## src/memCtrlPkg.sv

```systemverilog
package memCtrlPkg;

    // width of the byte stage counter, counts 0 to 4
    localparam int StageWidth = 3;

    // sequencer states
    typedef enum logic [1:0] {
        idle      = 2'd0,
        readInst  = 2'd1,
        readData  = 2'd2,
        writeData = 2'd3
    } access_e;

    // access length as a plain byte count
    typedef enum logic [2:0] {
        lenByte = 3'd1,
        lenHalf = 3'd2,
        lenWord = 3'd4
    } accessLen_e;

    typedef logic [StageWidth-1:0] stage_t;

endpackage
```

## src/memBusPkg.sv

```systemverilog
package memBusPkg;

    // one word seen whole or by byte lane, lane 0 is the low byte
    typedef union packed {
        logic [31:0]     word;
        logic [3:0][7:0] lanes;
    } wordLanes_u;

    // instruction fetch client
    typedef struct packed {
        logic        valid;
        logic [31:0] addr;
    } fetchReq_s;

    typedef struct packed {
        logic        done;
        logic [31:0] inst;
    } fetchResp_s;

    // load/store client
    typedef struct packed {
        logic                   valid;
        logic                   isStore;
        memCtrlPkg::accessLen_e len;
        logic [31:0]            addr;
        logic [31:0]            wdata;
    } dataReq_s;

    typedef struct packed {
        logic        done;
        logic [31:0] rdata;
    } dataResp_s;

    // byte-wide RAM port
    typedef struct packed {
        logic        we;
        logic [31:0] addr;
        logic [7:0]  wdata;
    } ramPort_s;

endpackage

```

## src/wordAssembler.sv

```systemverilog
`timescale 1ns/1ps

module wordAssembler (
    input  logic                   clk,
    input  logic                   rst,
    input  logic [7:0]             i_ramData,
    input  logic                   i_capture,
    input  memCtrlPkg::access_e    i_state,
    input  memCtrlPkg::stage_t     i_stage,
    input  memCtrlPkg::accessLen_e i_len,
    output logic [31:0]            o_inst,
    output logic [31:0]            o_loadData
);

    memBusPkg::wordLanes_u held;
    memBusPkg::wordLanes_u merged;
    logic [1:0]            lane;
    logic [2:0]            lenCount;

    // byte returned at stage s belongs in lane s-1, stage 4 wraps to lane 3
    assign lane     = i_stage[1:0] - 2'd1;
    assign lenCount = i_len;

    // cleared while idle so each transfer starts from zero
    always_ff @(posedge clk) begin
        if (rst || i_state == memCtrlPkg::idle) begin
            held.word <= '0;
        end else if (i_capture) begin
            held.lanes[lane] <= i_ramData;
        end
    end

    // the last byte goes straight through with the stored lanes
    always_comb begin
        merged = held;
        if (i_state != memCtrlPkg::idle && i_stage != '0) begin
            merged.lanes[lane] = i_ramData;
        end
        // zero-extend above the requested length
        for (int i = 0; i < 4; i++) begin
            if (i >= lenCount) begin
                merged.lanes[i] = '0;
            end
        end
    end

    assign o_inst     = (i_state == memCtrlPkg::readInst) ? merged.word : '0;
    assign o_loadData = (i_state == memCtrlPkg::readData) ? merged.word : '0;

endmodule

```

## config.mk

```make
export PLATFORM = sky130hd
export DESIGN_NAME = wordAssembler
export DESIGN_NICKNAME = d
export VERILOG_FILES = /design/src/memCtrlPkg.sv /design/src/memBusPkg.sv /design/src/wordAssembler.sv
export SDC_FILE = /design/constraint.sdc
export NUM_CORES = 1
export LEC_CHECK = 0
export BUFFER_PORTS_ARGS = -buffer_cell sky130_fd_sc_hd__buf_2
export CAP_MARGIN = 30
export CORE_MARGIN = 1
export CORE_UTILIZATION = 25
export CTS_CLUSTER_SIZE = 8
export DETAILED_ROUTE_END_ITERATION = 12
export PLACE_DENSITY = 0.53
export SYNTH_ARGS = -nofsm -noshare
export SYNTH_HDL_FRONTEND = slang
export SYNTH_SLANG_ARGS = --single-unit
```

## constraint.sdc

```tcl
create_clock -name clk -period 1.3 [get_ports clk]
set_input_delay 0.065 -clock clk [delete_from_list [all_inputs] [get_ports clk]]
set_output_delay 0.065 -clock clk [all_outputs]
set_load 0.01 [all_outputs]
```

==> qor.tcl, run 1 <==
set qor(status) {finished clean}
set qor(totalNegativeSetupSlack_ns) 0
set qor(cts_tree) {done}
set qor(topRoutingLayerUsed) {met4}
set qor(mappedNetlistNets) 293
set qor(vias) 2248
set qor(clk_pin_slew_worst_paths_ns) 0.07
set qor(clockBufferDepth) 2
set qor(maximum_number_of_pins_on_one_net_before_global_route_repair) 33
set qor(regMostFlops) {held}
set qor(final_min_period_over_clock_period_pct) 93.7
set qor(routed_wire_length_per_instance_um) 15.5
set qor(std_cell_rows) 33
set qor(ios) 83
set qor(route.detailed.vias_per_inst) 4.87
set qor(r2r-start) {held[18]$_SDFFE_PP0P_}
set qor(route.final.wire_length_mm) 7.17
set qor(timing_hold_violations_final) 0
set qor(timing.hold.worst.start) {i_ramData[6]}
set qor(p_per_area_nw_per_um2) 808
set qor(worst_ep_required_time_ns) 1.24
set qor(min_path_type) {in -> reg}
set qor(met1_length_mm) 3.18
set qor(drive_above_1_share_pct) 32.5
set qor(reg.largest.list) {held (32)}
set qor(synthDistinctLibCells) 31
set qor(gp_routability_congestion) 0.767
set qor(die_x_um) 93.8
set qor(drc) 0
set qor(synthCells) 274
set qor(post_route_clock_skew_ns) 0
set qor(firstDrtPassIters) 4
set qor(power.total_mw) 2.20
set qor(critPathLaunchType) {input pin}
set qor(postSynthRegisterBits) 32
set qor(synth_area_um2) 2110
set qor(clock_sinks) 32
set qor(fp.dieArea_um2) 8800
set qor(effective_utilization_at_floorplan_pct) 25.8
set qor(maxSlewViolCount) 0
set qor(finalSetupViolCount) 0
set qor(max_slew.worst_pin.slew_ns) 0.374
set qor(holdBufCountCts) 0
set qor(grtUsageTotal_pct) 16.8
set qor(net_count_reported_at_finish) 376
set qor(flow.area_growth_from_synthesis_pct) 29.3
set qor(worst_ir_drop_vdd_uv) 348
set qor(critPathKind) {in -> out}
set qor(port-buffer-count) 82
set qor(timing.max_cap.violations) 0
set qor(dr_wl_met3_um) 496
set qor(global_route.overflow_total) 0
set qor(leakage_nw) 1.26
set qor(htree_num_levels) 2
set qor(grt_pass1_wl_mm) 11.3
set qor(largest_reg_flops) 32
set qor(synth_sequential_area_ratio_pct) 30.4
set qor(crit_path_start) {i_stage[0]}
set qor(clock_insertion_delay_worst_skew_ns) 0.28
set qor(min_period_ns) 1.22
set qor(root_buf_cell) {clkbuf_8}
set qor(worstSetupEndpointType) {output pin}
set qor(drt.antenna.violating_nets) 0
set qor(achievable-frequency_ghz) 0.821
set qor(wl_met2_mm) 3.47
set qor(first_global_vias) 2171
set qor(tritoncts.num_buffers) 5
set qor(coreArea_um2) 8180
set qor(postSynthAreaPerCell_um2) 7.69
set qor(synthesis.yosys.warnings) 0
set qor(antennaDiodeCount) 0
set qor(cp_max_fo) 10
set qor(crit_arrival_ns) 1.15
set qor(worst_slew_margin_rel_pct) 75.0
set qor(detailed_place_hpwl_mm) 5.02
set qor(initialDrtViolationCount) 71
set qor(grt_antenna_before_repair) 0
set qor(nFillCells) 914
set qor(grt_setup_unrepaired) {no}
set qor(die_height_um) 93.8
[cell usage after synthesis]
master    count  area, um^2
a21boi_0     11        82.6
a21boi_1      5        37.5
a21o_1        1        7.51
a21oi_1      40         200
and2_2        2        15.0
and2b_1       2        15.0
buf_2        13        65.1
buf_4         1        7.51
buf_6         6        67.6
clkbuf_2      3        15.0
dfxtp_1      32         641
inv_1         1        3.75
mux2i_1      32         320
nand2_1      12        45.0
nand2b_1      1        6.26
nand2b_4      1        13.8
nand3_1      33         165
nand3b_1      2        15.0
nor2_1       40         150
nor2_4        1        11.3
nor2b_1       1        6.26
nor3b_1       1        7.51
nor3b_2       1        12.5
o211ai_4      1        21.3
o21a_1        1        7.51
o21ai_0      15        75.1
o21ai_1       9        45.0
o21ai_2       3        26.3
or2_1         1        6.26
or3_1         1        6.26
or3b_1        1        8.76
[final cells by class]
| cell class | instances | area [um^2] | area share [%] |
|---|---|---|---|
| well taps | 105 | 131 | 4.82 |
| flip-flops and latches | 32 | 641 | 23.5 |
| inverters | 1 | 3.75 | 0.138 |
| clock buffers | 6 | 72.6 | 2.66 |
| clock inverters | 1 | 5.00 | 0.184 |
| repair buffers | 99 | 558 | 20.5 |
| multi-input cells | 218 | 1310 | 48.2 |
[timing repair]
| item | CTS | global route |
|---|---|---|
| setup endpoints to repair | 0 | 25 |
| gates resized for setup | 0 | 9 |
| setup buffers | 0 | 1 |
[cell families after synthesis]
family,after synthesis,share of synthesized area (%)
AOI/OAI and AO/OA,86,23.9
and+or+nand+nor,100,23.0
buffers and inverters,24,7.54
DFF,32,30.4
muxes,32,15.2
[report_power, final]
group          switching (mW)  internal [mW]  leakage, nW
Combinational           0.290          0.168        0.963
Sequential             0.0107           1.00        0.259
Clock                   0.364          0.364       0.0410
[cell usage in the layout (no fill, tap or decap), types with 12 or more instances in the layout]
master / Yosys / layout
o21ai_1: 9 / 12
dfxtp_1: 32 / 32
o21ai_0: 15 / 12
nand2_1: 12 / 12
mux2i_1: 32 / 32
a21oi_1: 40 / 40
nand3_1: 33 / 33
buf_2: 13 / 82
nor2_1: 40 / 40
buf_4: 1 / 14
[stage by stage]
| stage | cell area, um^2 | instances | util (%) | worst slack, ns | hold WS [ns] |
|---|---|---|---|---|---|
| floorplan | 2110 | 274 | - | 0.255 | 0.269 |
| global placement | 2630 | 454 | 32.1 | 0.0484 | 0.440 |
| detailed placement | 2630 | 454 | 32.1 | 0.0217 | 0.445 |
| CTS | 2700 | 461 | 33.1 | 0.0143 | 0.156 |
| global route | 2720 | 462 | 33.3 | 0.000643 | 0.157 |
| finish | 2720 | 462 | 33.3 | 0.0814 | 0.164 |
[critical path, stage by stage]
cell	delay, ns
buf_2	0.11
buf_4	0.17
nand2b_1	0.27
o21ai_0	0.29
a21oi_1	0.11
buf_2	0.14
[per-layer routing]
metal / track usage, % / vias up
met5: 0 / -
met4: 3.08 / 0
met3: 2.91 / 2
met2: 28.1 / 75
met1: 22.7 / 1043
li1: - / 1128
[final timing paths]
check | slack [ns] | depth (start not counted) | end
worst max register to register | 0.68 | 2 | held[18]$_SDFFE_PP0P_
worst min register to register | 0.46 | 2 | held[14]$_SDFFE_PP0P_
worst min-delay path | 0.16 | 3 | held[14]$_SDFFE_PP0P_
worst max-delay path | 0.08 | 6 | o_loadData[10]
Note: power is estimated with default switching activity, not from simulation.
==> inputs of run 2 (changes only) <==
--- a/config.mk
+++ b/config.mk
@@ -5,13 +5,14 @@
 export SDC_FILE = /design/constraint.sdc
 export NUM_CORES = 1
 export LEC_CHECK = 0
+export ABC_AREA = 1
 export BUFFER_PORTS_ARGS = -buffer_cell sky130_fd_sc_hd__buf_2
 export CAP_MARGIN = 30
 export CORE_MARGIN = 1
 export CORE_UTILIZATION = 25
 export CTS_CLUSTER_SIZE = 8
 export DETAILED_ROUTE_END_ITERATION = 12
-export PLACE_DENSITY = 0.53
+export PLACE_DENSITY = 0.51
 export SYNTH_ARGS = -nofsm -noshare
 export SYNTH_HDL_FRONTEND = slang
 export SYNTH_SLANG_ARGS = --single-unit
==> qor.tcl, run 2 <==
set qor(firstDrtPassIters) 4
set qor(synth-edff-count) 0
set qor(clockBufferDepth) 2
set qor(fp.dieArea_um2) 10900
set qor(crit_chain) {inv_1, nand2_1, o21ai_1, nand2_1, nand3_2, nor2_1, buf_2}
set qor(grtUsageTotal_pct) 16.0
set qor(cp_max_fo) 3
set qor(synthArstFlopShare_pct) 0
set qor(finalSetupViolCount) 0
set qor(worst_path_largest_cell_delay_ns) 0.30
set qor(worst_ep_required_time_ns) 1.24
set qor(drc) 0
set qor(coreArea_um2) 9950
set qor(postSynthRegisterBits) 32
set qor(die_x_um) 104
set qor(first_global_vias) 2683
set qor(grtUsageMet2_pct) 25.7
set qor(power.share.clock_pct) 26.8
set qor(min_period_ns) 1.29
set qor(synth-main-ff-cell) {dfxtp_1}
set qor(achievable-frequency_ghz) 0.775
set qor(largest_reg_flops) 32
set qor(synthCells) 500
set qor(seqCellArea_um2) 674
set qor(synthMostInstantiatedCell) {nand2_1}
set qor(root_buf_cell) {clkbuf_8}
set qor(global_route.overflow_total) 0
set qor(maxSlewViolCount) 0
set qor(mappedNetlistNets) 519
set qor(route.final.wire_length_mm) 9.19
set qor(timing_hold_violations_final) 0
set qor(flow.area_growth_from_synthesis_pct) 43.8
set qor(critPathLaunchType) {flop}
set qor(final_common_cell) {nand2_1}
set qor(path_delay_family) {flip-flops}
set qor(p_per_area_nw_per_um2) 819
set qor(min_path_type) {in -> reg}
set qor(busiest_layer) {met2}
set qor(gr-usage-met3_pct) 3.26
set qor(vias) 3247
set qor(timing.max_cap.violations) 0
set qor(post_route_clock_skew_ns) 0
set qor(gp_routability_congestion) 0.777
set qor(grtUsageMet1_pct) 22.0
set qor(crit_path_start) {held[16]$_SDFFE_PP0P_}
set qor(worst_ir_drop_vdd_uv) 368
set qor(htree_num_levels) 2
set qor(routed_wire_length_per_instance_um) 12.6
set qor(synthesis.yosys.warnings) 0
set qor(final_min_period_over_clock_period_pct) 99.3
set qor(hold-worst-slack_ns) 0.111
set qor(most-common-layout-cells) {nand2_1 (158), buf_2 (82), nor2_1 (59)}
set qor(design_area_um2) 3750
set qor(post_dp_cell_area_um2) 3190
set qor(leakage_nw) 2.25
set qor(switching_share_pct) 37.4
set qor(status) {finished clean}
set qor(grt_antenna_before_repair) 0
set qor(cts_tree) {done}
set qor(detailed_place_hpwl_mm) 5.94
set qor(net_count_reported_at_finish) 612
set qor(nFillCells) 1083
set qor(tritoncts.num_buffers) 5
set qor(max_slew.worst_pin.slew_ns) 0.662
set qor(std_cell_rows) 36
set qor(initialDrtViolationCount) 123
set qor(switchingPower_mw) 1.15
set qor(effective_utilization_at_floorplan_pct) 26.2
set qor(drt.antenna.violating_nets) 0
set qor(grt_pass1_wl_mm) 13.7
set qor(r2r-start) {held[21]$_SDFFE_PP0P_}
set qor(synth_area_um2) 2610
set qor(postSynthAreaPerCell_um2) 5.22
set qor(ios) 83
set qor(antennaDiodeCount) 0
set qor(reg.largest.list) {held (32)}
set qor(totalNegativeSetupSlack_ns) 0
set qor(internal_power_mw) 1.92
set qor(power.sequential.fraction_pct) 35.1
set qor(critPathKind) {reg -> out}
set qor(cp.buffers_inverters) 2
set qor(critical_path_cell_with_the_highest_stage_delay) {dfxtp_1}
set qor(maximum_number_of_pins_on_one_net_before_global_route_repair) 33
set qor(worstSetupEndpointType) {output pin}
set qor(clk_pin_slew_worst_paths_ns) 0.06
set qor(synthDistinctLibCells) 20
set qor(cpMostUsedCell) {nand2_1}
set qor(share_comb_of_total_power_pct) 38.2
set qor(synth_sequential_area_ratio_pct) 24.5
set qor(regMostFlops) {held}
set qor(drive_above_1_share_pct) 45.3
set qor(crit_arrival_ns) 1.23
set qor(clock_sinks) 32
set qor(multi_input_comb_area_um2) 1810
set qor(clock_insertion_delay_worst_skew_ns) 0.29
set qor(port-buffer-count) 82
set qor(route.detailed.vias_per_inst) 4.47
set qor(synth.largest_area_cell) {nand2_1}
set qor(worst_slew_margin_rel_pct) 55.9
set qor(die_height_um) 104
set qor(area_share_of_the_largest_cell_type_after_synthesis_pct) 27.9
set qor(synth.area.top_cells) {nand2_1 (28%), dfxtp_1 (25%), inv_1 (11%)}
set qor(post_synth_most_frequent_cells) {nand2_1 (194), inv_1 (76), nor2_1 (67)}
set qor(timing.hold.worst.start) {i_ramData[3]}
set qor(grt_setup_unrepaired) {yes}
==> run 2: path summary, 6_finish.rpt <==
path	endpoint	slack [ns]	cells after the start
max	o_inst[16]	0.009	7
min	held[19]$_SDFFE_PP0P_	0.11	5
max reg2reg	held[21]$_SDFFE_PP0P_	0.41	7
min reg2reg	held[23]$_SDFFE_PP0P_	0.54	4
==> run 2: cell type report <==
class | instances | area share (%)
inverters | 79 | 7.90
multi-input cells | 360 | 48.2
clock buffers | 8 | 2.40
well taps | 133 | 4.43
flip-flops and latches | 32 | 18.0
repair buffers | 115 | 19.1
==> run 2: worst min-delay path: cells and delay by family <==
| kind | cells | cell delay, ns |
|---|---|---|
| simple gates | 2 | 0.09 |
| buf+inv | 2 | 0.14 |
| compound gates | 1 | 0.07 |
==> run 2: logic make-up (layout without fill, tap and decap cells) <==
kind of cell	after synthesis	in the layout	synth area share [%]
and+or+nand+nor	319	319	50.1
buffers and inverters	108	202	17.4
AOI/OAI and AO/OA	41	41	8.01
DFF	32	32	24.5
==> run 2: power by group through the flow <==
| stage | clock, mW | combinational (mW) | sequential (mW) |
|---|---|---|---|
| detailed placement | 0 | 0.956 | 1.08 |
| CTS | 0.844 | 0.971 | 1.06 |
| global placement | 0 | 0.947 | 1.08 |
| finish | 0.822 | 1.17 | 1.08 |
| floorplan | 0 | 0.660 | 1.08 |
| global route | 0.903 | 1.31 | 1.08 |
==> run 2: repair_timing <==
| item | CTS | global route |
|---|---|---|
| hold buffers | 0 | 0 |
| pin swaps | 0 | 40 |
| setup endpoints to repair | 10 | 64 |
| resized for setup | 7 | 139 |
| buffers inserted | 0 | 16 |
| cloned | 0 | 1 |
==> run 2: layer usage <==
metal	share of wire (%)	wire, um
met5	0	0
met4	0.78	72
met3	5.9	542
met2	45	4160
met1	48	4420
==> run 2: per-stage QoR <==
stage	total power, mW	util (%)	instances	setup WS (ns)
floorplan	1.74	-	500	0.346
global placement	2.02	32.0	702	0.0689
detailed placement	2.04	32.0	702	0.0413
CTS	2.87	33.2	710	-0.00126
global route	3.30	37.7	727	-0.0876
finish	3.07	37.7	727	0.00890
