==> src/memCtrlPkg.sv <==
package memCtrlPkg;

    // width of the byte stage counter, counts 0 to 4
    localparam int StageWidth = 3;

    // sequencer states
    typedef enum logic [1:0] {
        idle      = 2'd0,
        readInst  = 2'd1,
        readData  = 2'd2,
        writeData = 2'd3
    } access_e;

    // access length as a plain byte count
    typedef enum logic [2:0] {
        lenByte = 3'd1,
        lenHalf = 3'd2,
        lenWord = 3'd4
    } accessLen_e;

    typedef logic [StageWidth-1:0] stage_t;

endpackage
==> src/memBusPkg.sv <==
package memBusPkg;

    // one word seen whole or by byte lane, lane 0 is the low byte
    typedef union packed {
        logic [31:0]     word;
        logic [3:0][7:0] lanes;
    } wordLanes_u;

    // instruction fetch client
    typedef struct packed {
        logic        valid;
        logic [31:0] addr;
    } fetchReq_s;

    typedef struct packed {
        logic        done;
        logic [31:0] inst;
    } fetchResp_s;

    // load/store client
    typedef struct packed {
        logic                   valid;
        logic                   isStore;
        memCtrlPkg::accessLen_e len;
        logic [31:0]            addr;
        logic [31:0]            wdata;
    } dataReq_s;

    typedef struct packed {
        logic        done;
        logic [31:0] rdata;
    } dataResp_s;

    // byte-wide RAM port
    typedef struct packed {
        logic        we;
        logic [31:0] addr;
        logic [7:0]  wdata;
    } ramPort_s;

endpackage

==> src/memSequencer.sv <==
`timescale 1ns/1ps

module memSequencer (
    input  logic                   clk,
    input  logic                   rst,
    input  logic                   i_rdy,
    input  logic                   i_ioBufferFull,
    input  memBusPkg::fetchReq_s   i_fetch,
    input  memBusPkg::dataReq_s    i_data,
    output memBusPkg::ramPort_s    o_ram,
    output memCtrlPkg::access_e    o_state,
    output memCtrlPkg::stage_t     o_stage,
    output memCtrlPkg::accessLen_e o_len,
    output logic                   o_capture,
    output logic                   o_fetchDone,
    output logic                   o_dataDone
);

    memCtrlPkg::access_e    state;
    memCtrlPkg::stage_t     stage;
    memCtrlPkg::accessLen_e len;
    logic [31:0]            baseAddr;
    memBusPkg::wordLanes_u  storeWord;

    logic                   enable;
    logic                   reading;
    logic                   lastStage;
    logic [2:0]             lenCount;
    memCtrlPkg::stage_t     addrStage;

    // global ready and a full I/O buffer both freeze the transfer
    assign enable   = i_rdy && !i_ioBufferFull;
    assign reading  = (state == memCtrlPkg::readInst) || (state == memCtrlPkg::readData);
    assign lenCount = len;

    // reads finish one stage later than writes because of the RAM latency
    always_comb begin
        lastStage = 1'b0;
        case (state)
            memCtrlPkg::readInst,
            memCtrlPkg::readData: begin
                lastStage = (stage == lenCount);
            end
            memCtrlPkg::writeData: begin
                lastStage = (stage == lenCount - 3'd1);
            end
            default: begin
                lastStage = 1'b0;
            end
        endcase
    end

    // when frozen, re-present the previous byte address so the
    // registered RAM output still lines up with the stage after the stall
    always_comb begin
        addrStage = stage;
        if (!enable && reading && stage != '0) begin
            addrStage = stage - 3'd1;
        end
    end

    assign o_ram.addr  = baseAddr + 32'(addrStage);
    assign o_ram.wdata = storeWord.lanes[stage[1:0]];
    assign o_ram.we    = enable && (state == memCtrlPkg::writeData);

    // a byte returns one stage after its address
    assign o_capture   = enable && reading && (stage != '0);

    assign o_fetchDone = enable && (state == memCtrlPkg::readInst) && lastStage;
    assign o_dataDone  = enable && lastStage &&
                         ((state == memCtrlPkg::readData) || (state == memCtrlPkg::writeData));

    assign o_state = state;
    assign o_stage = stage;
    assign o_len   = len;

    always_ff @(posedge clk) begin
        if (rst) begin
            state <= memCtrlPkg::idle;
            stage <= '0;
            len   <= memCtrlPkg::lenWord;
        end else if (enable) begin
            case (state)
                memCtrlPkg::idle: begin
                    stage <= '0;
                    // data path wins over fetch
                    if (i_data.valid) begin
                        state <= i_data.isStore ? memCtrlPkg::writeData : memCtrlPkg::readData;
                        len   <= i_data.len;
                    end else if (i_fetch.valid) begin
                        state <= memCtrlPkg::readInst;
                        len   <= memCtrlPkg::lenWord;
                    end
                end
                default: begin
                    if (lastStage) begin
                        state <= memCtrlPkg::idle;
                        stage <= '0;
                    end else begin
                        stage <= stage + 3'd1;
                    end
                end
            endcase
        end
    end

    // request payload, taken on the accepting edge
    always_ff @(posedge clk) begin
        if (enable && state == memCtrlPkg::idle) begin
            baseAddr       <= i_data.valid ? i_data.addr : i_fetch.addr;
            storeWord.word <= i_data.wdata;
        end
    end

    doneExclusive: assert property (
        @(posedge clk) disable iff (rst)
        !(o_fetchDone && o_dataDone)
    );

    writeOnlyInStore: assert property (
        @(posedge clk) disable iff (rst)
        o_ram.we |-> (state == memCtrlPkg::writeData)
    );

    stageWithinLen: assert property (
        @(posedge clk) disable iff (rst)
        (state != memCtrlPkg::idle) |-> (stage <= lenCount)
    );

endmodule

==> config.mk <==
export PLATFORM = sky130hd
export DESIGN_NAME = memSequencer
export DESIGN_NICKNAME = d
export VERILOG_FILES = /design/src/memCtrlPkg.sv /design/src/memBusPkg.sv /design/src/memSequencer.sv
export SDC_FILE = /design/constraint.sdc
export NUM_CORES = 1
export LEC_CHECK = 0
export BUFFER_PORTS_ARGS = -buffer_cell sky130_fd_sc_hd__buf_2
export CORE_UTILIZATION = 40
export CTS_CLUSTER_SIZE = 24
export DETAILED_ROUTE_END_ITERATION = 16
export PLACE_DENSITY = 0.72
export SETUP_SLACK_MARGIN = 0.05
export SLEW_MARGIN = 15
export SYNTH_ARGS = -nofsm -noshare
export SYNTH_HDL_FRONTEND = slang
export SYNTH_SLANG_ARGS = --single-unit
==> constraint.sdc <==
create_clock -name clk -period 10.1 [get_ports clk]
set_input_delay 1.01 -clock clk [delete_from_list [all_inputs] [get_ports clk]]
set_output_delay 1.01 -clock clk [all_outputs]
set_load 0.02 [all_outputs]
==> impl_results.md, run 1 <==
- Global-route wire length before repair: 13,400 um
- Number of synthesized flops with an enable pin: 64
- TritonCTS Buffers: 9
- Status: completed
- Setup TNS: 0 ps
- Clock Power Share: 34.5%
- Most common cell after layout, fill and taps aside: buf_2
- P&R area growth vs syn: 29.04%
- Hold Buf Count CTS: 0
- Syn Nets: between 400 and 500
- Worst-path fanout max: 15
- Unrepaired setup endpoints after global routing: false
- Fill cell count: 785
- Vias in the first global route: 2,766
- Final period utilization: 48.93%
- Sw Pwr: 0.1721 mW
- Grt total ovfl: 0
- Final Setup Violations: 0
- ANT nets after route: 0
- RD Place Congestion: 0.7734
- Sequential power share: 52.3%
- Gr usage total: 17.79%
- Max Slew Vio Count: 0
- Clk Tree Root Cell: clkbuf_8
- Peak VDD IR: 87.07 uV
- Rows: 35
- Final Hold Viols: 0
- Clk_skew: between 6 and 7 ps
- Distinct cells, synth: 40
- Worst slew margin: about a third
- Setup CP Type: flip-flop to output port
- R2R Path Start: o_state[0]
- Final cell count without fillers: 574
- Asr flop ratio synth: 0%
- HP Class: flip-flop to flip-flop
- Total chip power: 0.6747 mW
- Yosys Warn Count: 0
- DRC violations left: 0
- CTS tree: yes
- Reg2reg end: o_len[1]
- Input/output buffers: between 150 and 200
- Fin crit period: 4942 ps
- Detailed Place HPWL: between 6000 and 7000 um
- Die Ht: between 90 and 100 um
- IO Pins: 158
- H-tree depth: 3
- Wire per inst: 14.65 um
- CTS sink count: 72
- Largest net degree at the start of global routing: 71
- Data arrival, critical path: between 3000 and 4000 ps
- Max Clock Freq: 202.4 MHz
- Cells on worst reg2reg path: 7
- Core Region: 9240 um^2
- Post-synthesis cell area: 3821 um^2
- Via count: 2,839
- Clock latency on the worst-skew pair: 340 ps
- Setup Fix Bufs, Post-CTS: 0
- Primary FF master, synth: edfxtp_1
- Cells after DPL: approximately 560
- Hold Path Depth: 2
- Critical path capture point type: output port
- Antenna violations before repair: 0
- Synth Instances: around 280
- P_leak: 1.969 nW
- PwrDens: 136.8 nW/um^2
- Initial core utilization: 41.35%
- Reg2Reg Setup Slack: 7810 ps
- Die extent in x: 99.74 um
- WL final: 8411 um
- DR vias/cell: around 4.9
- Iter 0 DRT Violations: 69
- Max Cap Viol: 0
- Max Buffers Root-to-Sink: 2
- Antenna Cells: 0
- Cell Int Power: between 0.5 and 0.6 mW
- Die footprint: 9948 um^2
- Hold path endpoint: o_len[2]
- Critical path startpoint category: flip-flop
- Comb pwr share: 13.2%
- Clock edge transition at the registers on the reported setup and hold paths: 80 ps
- Net Sw Frac: about a quarter
- CP required: ~9100 ps
- Hold Path Origin: o_len[2]
- Router iterations before antenna repair: 4
- Register bit total from synthesis: 72
- Final cell utilization of the core: 53.36%
- Actual slew at the worst max-slew pin: between 1000 and 1500 ps
- Most frequent cells in the layout: buf_2 (157), edfxtp_1 (64), mux2_2 (32), xnor2_1 (29)
- Total Nets Final: 558
- Share of layout cells above drive strength 1: 49.21%
- Resized Gates After CTS: 0
- Post-synthesis sequential area ratio: between 50 and 60%
- Syn_area_per_cell: 13.50 um^2
## logic make-up after synthesis
group | share of synthesized area, %
and+or+nand+nor | 13.39
muxes | 14.73
AOI/OAI and AO/OA | 3.438
xor gates and xnor gates | 7.564
adders and majority gates | 4.126
buffers and inverters | 2.259
DFF | 54.49
## final cells by class
| class | instances | area [um^2] | share of cell area [%] |
|---|---|---|---|
| Timing Repair Buffer | 158 | 793.3 | 16.09 |
| Multi-Input combinational cell | 189 | 1654 | 33.54 |
| Clock inverter | 7 | 78.83 | 1.599 |
| Clock buffer | 9 | 123.9 | 2.512 |
| Sequential cell | 72 | 2082 | 42.22 |
| Inverter | 10 | 37.54 | 0.7612 |
| Tap cell | 129 | 161.4 | 3.273 |
## cells in the mapped netlist (3+ instances only)
| master | count | area [um^2] |
|---|---|---|
| edfxtp_1 | 64 | 1922 |
| mux2_2 | 32 | 360.4 |
| xnor2_1 | 29 | 254.0 |
| nand2_1 | 14 | 52.55 |
| nand4_1 | 14 | 87.58 |
| nand3_1 | 12 | 60.06 |
| ha_1 | 11 | 137.6 |
| inv_1 | 10 | 37.54 |
| mux4_2 | 9 | 202.7 |
| dfxtp_1 | 8 | 160.2 |
| nor2_1 | 8 | 30.03 |
| and3_1 | 5 | 31.28 |
| and4_1 | 5 | 43.79 |
| clkbuf_1 | 5 | 18.77 |
| nand2b_1 | 5 | 31.28 |
| buf_1 | 4 | 15.01 |
| o21a_1 | 4 | 30.03 |
| xor2_1 | 4 | 35.03 |
| a211oi_1 | 3 | 22.52 |
| buf_2 | 3 | 15.01 |
| nor3_1 | 3 | 15.01 |
| o21ai_0 | 3 | 15.01 |
| o22ai_1 | 3 | 18.77 |
## through the flow
step / instance area (um^2) / hold WS [ps] / setup WS, ps
global route: 4931 / 596.8 / 4718
detailed placement: 4728 / 567.0 / 5364
finish: 4931 / 576.6 / 5158
CTS: 4931 / 580.3 / 5083
global placement: 4728 / 559.5 / 5453
floorplan: 3821 / 608.4 / 5704
## per-layer routing
| metal | vias to the layer above | routed length [um] | track usage, % |
|---|---|---|---|
| li1 | 1393 | - | - |
| met1 | 1349 | 3292 | 20.02 |
| met2 | 85 | 4587 | 32.89 |
| met3 | 12 | 397 | 3.795 |
| met4 | 0 | 133 | 6.561 |
| met5 | - | 0 | 0 |
## state kept, by name, indices dropped and copies added, names as in the netlist
signal and flops:
o_state 2, o_stage 3, storeWord 32, baseAddr 32
o_len 3
## power groups by stage
stage	combinational, mW	sequential (mW)	clock (mW)
final	0.0890	0.353	0.233
after global routing	0.0972	0.355	0.254
after CTS	0.0905	0.353	0.241
after detailed placement	0.0901	0.360	0
after global placement	0.0879	0.359	0
after floorplan	0.0521	0.358	0
## critical path, stage by stage (launching register included)
cell and delay (ps):
dfxtp_1 860, inv_1 150, ha_1 250, nand2b_1 100
nand3_1 170, nand2_1 150, o21ai_0 100, ha_1 300
a211oi_1 70, nor2_1 780, and4_1 320, xor2_1 150
buf_2 190
## worst max path at each step
stage / cells past startpoint / end / start / slack [ps]
after floorplan: 12 / o_ram[38] / i_ioBufferFull / 5700
after global routing: 13 / o_ram[38] / o_stage[0] / 4720
after global placement: 11 / o_ram[15] / i_ioBufferFull / 5450
final: 12 / o_ram[15] / o_stage[0] / 5160
after CTS: 12 / o_ram[15] / o_stage[0] / 5080
after detailed placement: 11 / o_ram[39] / i_ioBufferFull / 5360
(Power assumes the default switching activity.)
==> run 2, diff against run 1 <==
--- a/config.mk
+++ b/config.mk
@@ -9,7 +9,7 @@
 export CORE_UTILIZATION = 40
 export CTS_CLUSTER_SIZE = 24
 export DETAILED_ROUTE_END_ITERATION = 16
-export PLACE_DENSITY = 0.72
+export PLACE_DENSITY = 0.75
 export SETUP_SLACK_MARGIN = 0.05
 export SLEW_MARGIN = 15
 export SYNTH_ARGS = -nofsm -noshare
==> constraint.sdc (replaced) <==
create_clock -name clk -period 4.3 [get_ports clk]
set_input_delay 0.43 -clock clk [delete_from_list [all_inputs] [get_ports clk]]
set_output_delay 0.43 -clock clk [all_outputs]
set_load 0.02 [all_outputs]
==> run 2 against run 1 <==
Global-route usage up 0.34 points. Worst hold slack lost 320 ps. Total power increased by 140%. Clock skew up 5.3 ps. Cell count rose by 0.52%.
==> impl_results.md, run 2 (synthesized netlist as in run 1, its figures left out) <==
- Largest net degree at the start of global routing: 55 (-23%)
- CTS sink count: 72 (unchanged)
- Worst setup startpoint: o_state[0]
- Max Slew Vio Count: 0 (unchanged)
- Reg2reg end: baseAddr[0]
- Resized Gates After CTS: 0 (unchanged)
- CP max stage cell: o21a_1
- Initial core utilization: 41.35% (unchanged)
- Antenna violations before repair: 0 (unchanged)
- Core Region: 9240 um^2 (unchanged)
- Setup CP Type: flip-flop to output port
- H-tree depth: 3 (unchanged)
- Cells along the critical path: inv_1, ha_1, nand3_1, xnor2_1, ha_1, inv_1, fa_1, nor2b_1, o21a_1, nand4b_1, xnor2_1, buf_2
- Die Ht: 99.74 um (unchanged)
- Clock latency on the worst-skew pair: 350 ps (about the same)
- Crit path to: o_ram[34]
- Critical path capture point type: output port
- Max stage delay on crit path: 460 ps (-400 ps)
- R2R Path Start: o_state[0]
- IO Pins: 158 (unchanged)
- Worst-path fanout max: 14 (-1)
- DR vias/cell: 4.981 (+0.71%)
- P_leak: 1.983 nW (+0.69%)
- HP Class: input port to flip-flop
- Final Hold Viols: 0 (unchanged)
- Max Cap Viol: 0 (unchanged)
- Rows: 35 (unchanged)
- TritonCTS Buffers: 9 (unchanged)
- Setup TNS: 0 ps (unchanged)
- Worst slew margin: 45.37% (+13 points)
- Data arrival, critical path: 3410 ps (-520 ps)
- Clk_skew: 12.01 ps (+5.300 ps)
- Status: completed
- Global-route wire length before repair: 13,650 um (+1.9%)
- Max layer used: met4
- Fill cell count: 808 (+2.9%)
- PwrDens: 325.6 nW/um^2 (+140%)
- Cells on worst reg2reg path: 4 (-3)
- Largest regs: baseAddr (32), storeWord (32)
- Input/output buffers: 157 (unchanged)
- Wire per inst: 14.94 um (+2.0%)
- Antenna Cells: 0 (unchanged)
- Vias in the first global route: 2,867 (+3.7%)
- Router iterations before antenna repair: 4 (unchanged)
- Setup Fix Bufs, Post-CTS: 0 (unchanged)
- Share of layout cells above drive strength 1: 49.11% (-0.11 points)
- Iter 0 DRT Violations: 71 (+2.9%)
- Clk Tree Root Cell: clkbuf_8
- Die footprint: 9948 um^2 (unchanged)
- Unrepaired setup endpoints after global routing: false
- Max Clock Freq: about 260 MHz
- Detailed Place HPWL: 6478 um (+3.3%)
- Met3 wire len: 361 um (-9.1%)
- Critical path startpoint category: flip-flop
- Most frequent cells in the layout: buf_2 (157), edfxtp_1 (64), mux2_2 (32), xnor2_1 (29)
- Die extent in x: 99.74 um (unchanged)
- CTS tree: yes
- RD Place Congestion: 0.8133 (+5.2%)
- Metal2 WL: 4540 um (-1.0%)
- CP required: 3870 ps (-5220 ps)
- Max Buffers Root-to-Sink: 2 (unchanged)
- Total Nets Final: 561 (+0.54%)
- Final Setup Violations: 0 (unchanged)
- ANT nets after route: 0 (unchanged)
- Fin crit period: 3835 ps
- Grt total ovfl: 0 (unchanged)
- Clock edge transition at the registers on the reported setup and hold paths: 80 ps (about the same)
- WL final: 8620 um (+2.5%)
- Peak VDD IR: 180.1 uV (+110%)
- Hold Buf Count CTS: 0 (unchanged)
- DRC violations left: 0 (unchanged)
- Total chip power: 1.617 mW (+140%)
- Actual slew at the worst max-slew pin: 819.4 ps (-195.9 ps)
- Via count: 2,874 (+1.2%)
- P&R area growth vs syn: 29.96%
- Gr usage total: 18.14% (+0.34 points)
- Post-Route M1 WL: 3574 um (+8.6%)
- Final period utilization: between 80% and 90%
- Most common cell after layout, fill and taps aside: buf_2
- Reg2Reg Setup Slack: 2090 ps (-5720 ps)
run 2: changes by cell type in the layout (fill, tap and decap cells not counted), moves of 2 or more:
cell | before | now
buf_4 | 1 | 4
clkbuf_1 | 0 | 2
clkinv_4 | 3 | 1
inv_6 | 2 | 0
run 2: where the power goes:
part           switching, mW  total (mW)  internal (mW)
Combinational          0.110       0.212          0.102
Clock                  0.251       0.578          0.327
Sequential            0.0212       0.826          0.805
run 2: final cells by class:
cell class              instances  area (um^2)  area share [%]
clock buffers                  11        131.4           2.646
clock inverters                 5        81.33           1.638
inverters                      10        37.54          0.7559
multi-input cells             189         1657           33.36
flip-flops and latches         72         2082           41.93
well taps                     129        161.4           3.250
repair buffers                161        815.8           16.43
run 2: routing by layer:
metal / GRT usage [%] / vias up
met3: 3.584 / 12
met2: 31.99 / 85
li1: - / 1395
met5: 0 / -
met4: 7.805 / 0
met1: 21.44 / 1382
run 2: worst max-delay path: cells and delay by family (launching register included):
family                     cells  cell delay, ps
DFF                            1             400
and+or+nand+nor                3             460
buffers and inverters          3             360
xor gates and xnor gates       2             420
adders and majority gates      3             960
AOI/OAI and AO/OA              1             460
run 2: worst min path at each step:
stage                from             to  slack (ps)  depth (start not counted)
6_report       i_data[28]  storeWord[28]         260                          1
5_1_grt        i_data[22]  storeWord[22]         240                          1
4_1_cts        i_data[28]  storeWord[28]         240                          1
3_5_place_dp     o_len[2]       o_len[2]         560                          2
3_3_place_gp     o_len[2]       o_len[2]         540                          2
2_1_floorplan   i_data[0]   storeWord[0]         530                          0
run 2: through the flow:
stage | utilization, % | instances | worst slack [ps] | cell area (um^2) | hold slack, ps
finish | 53.74 | 577 | 464.7 | 4966 | 260.9
floorplan | - | 283 | 686.3 | 3821 | 528.9
detailed placement | 51.42 | 561 | 655.8 | 4751 | 555.1
global route | 53.74 | 577 | 107.8 | 4966 | 235.1
global placement | 51.42 | 561 | 825.6 | 4751 | 538.4
CTS | 53.72 | 577 | 405.2 | 4964 | 239.5
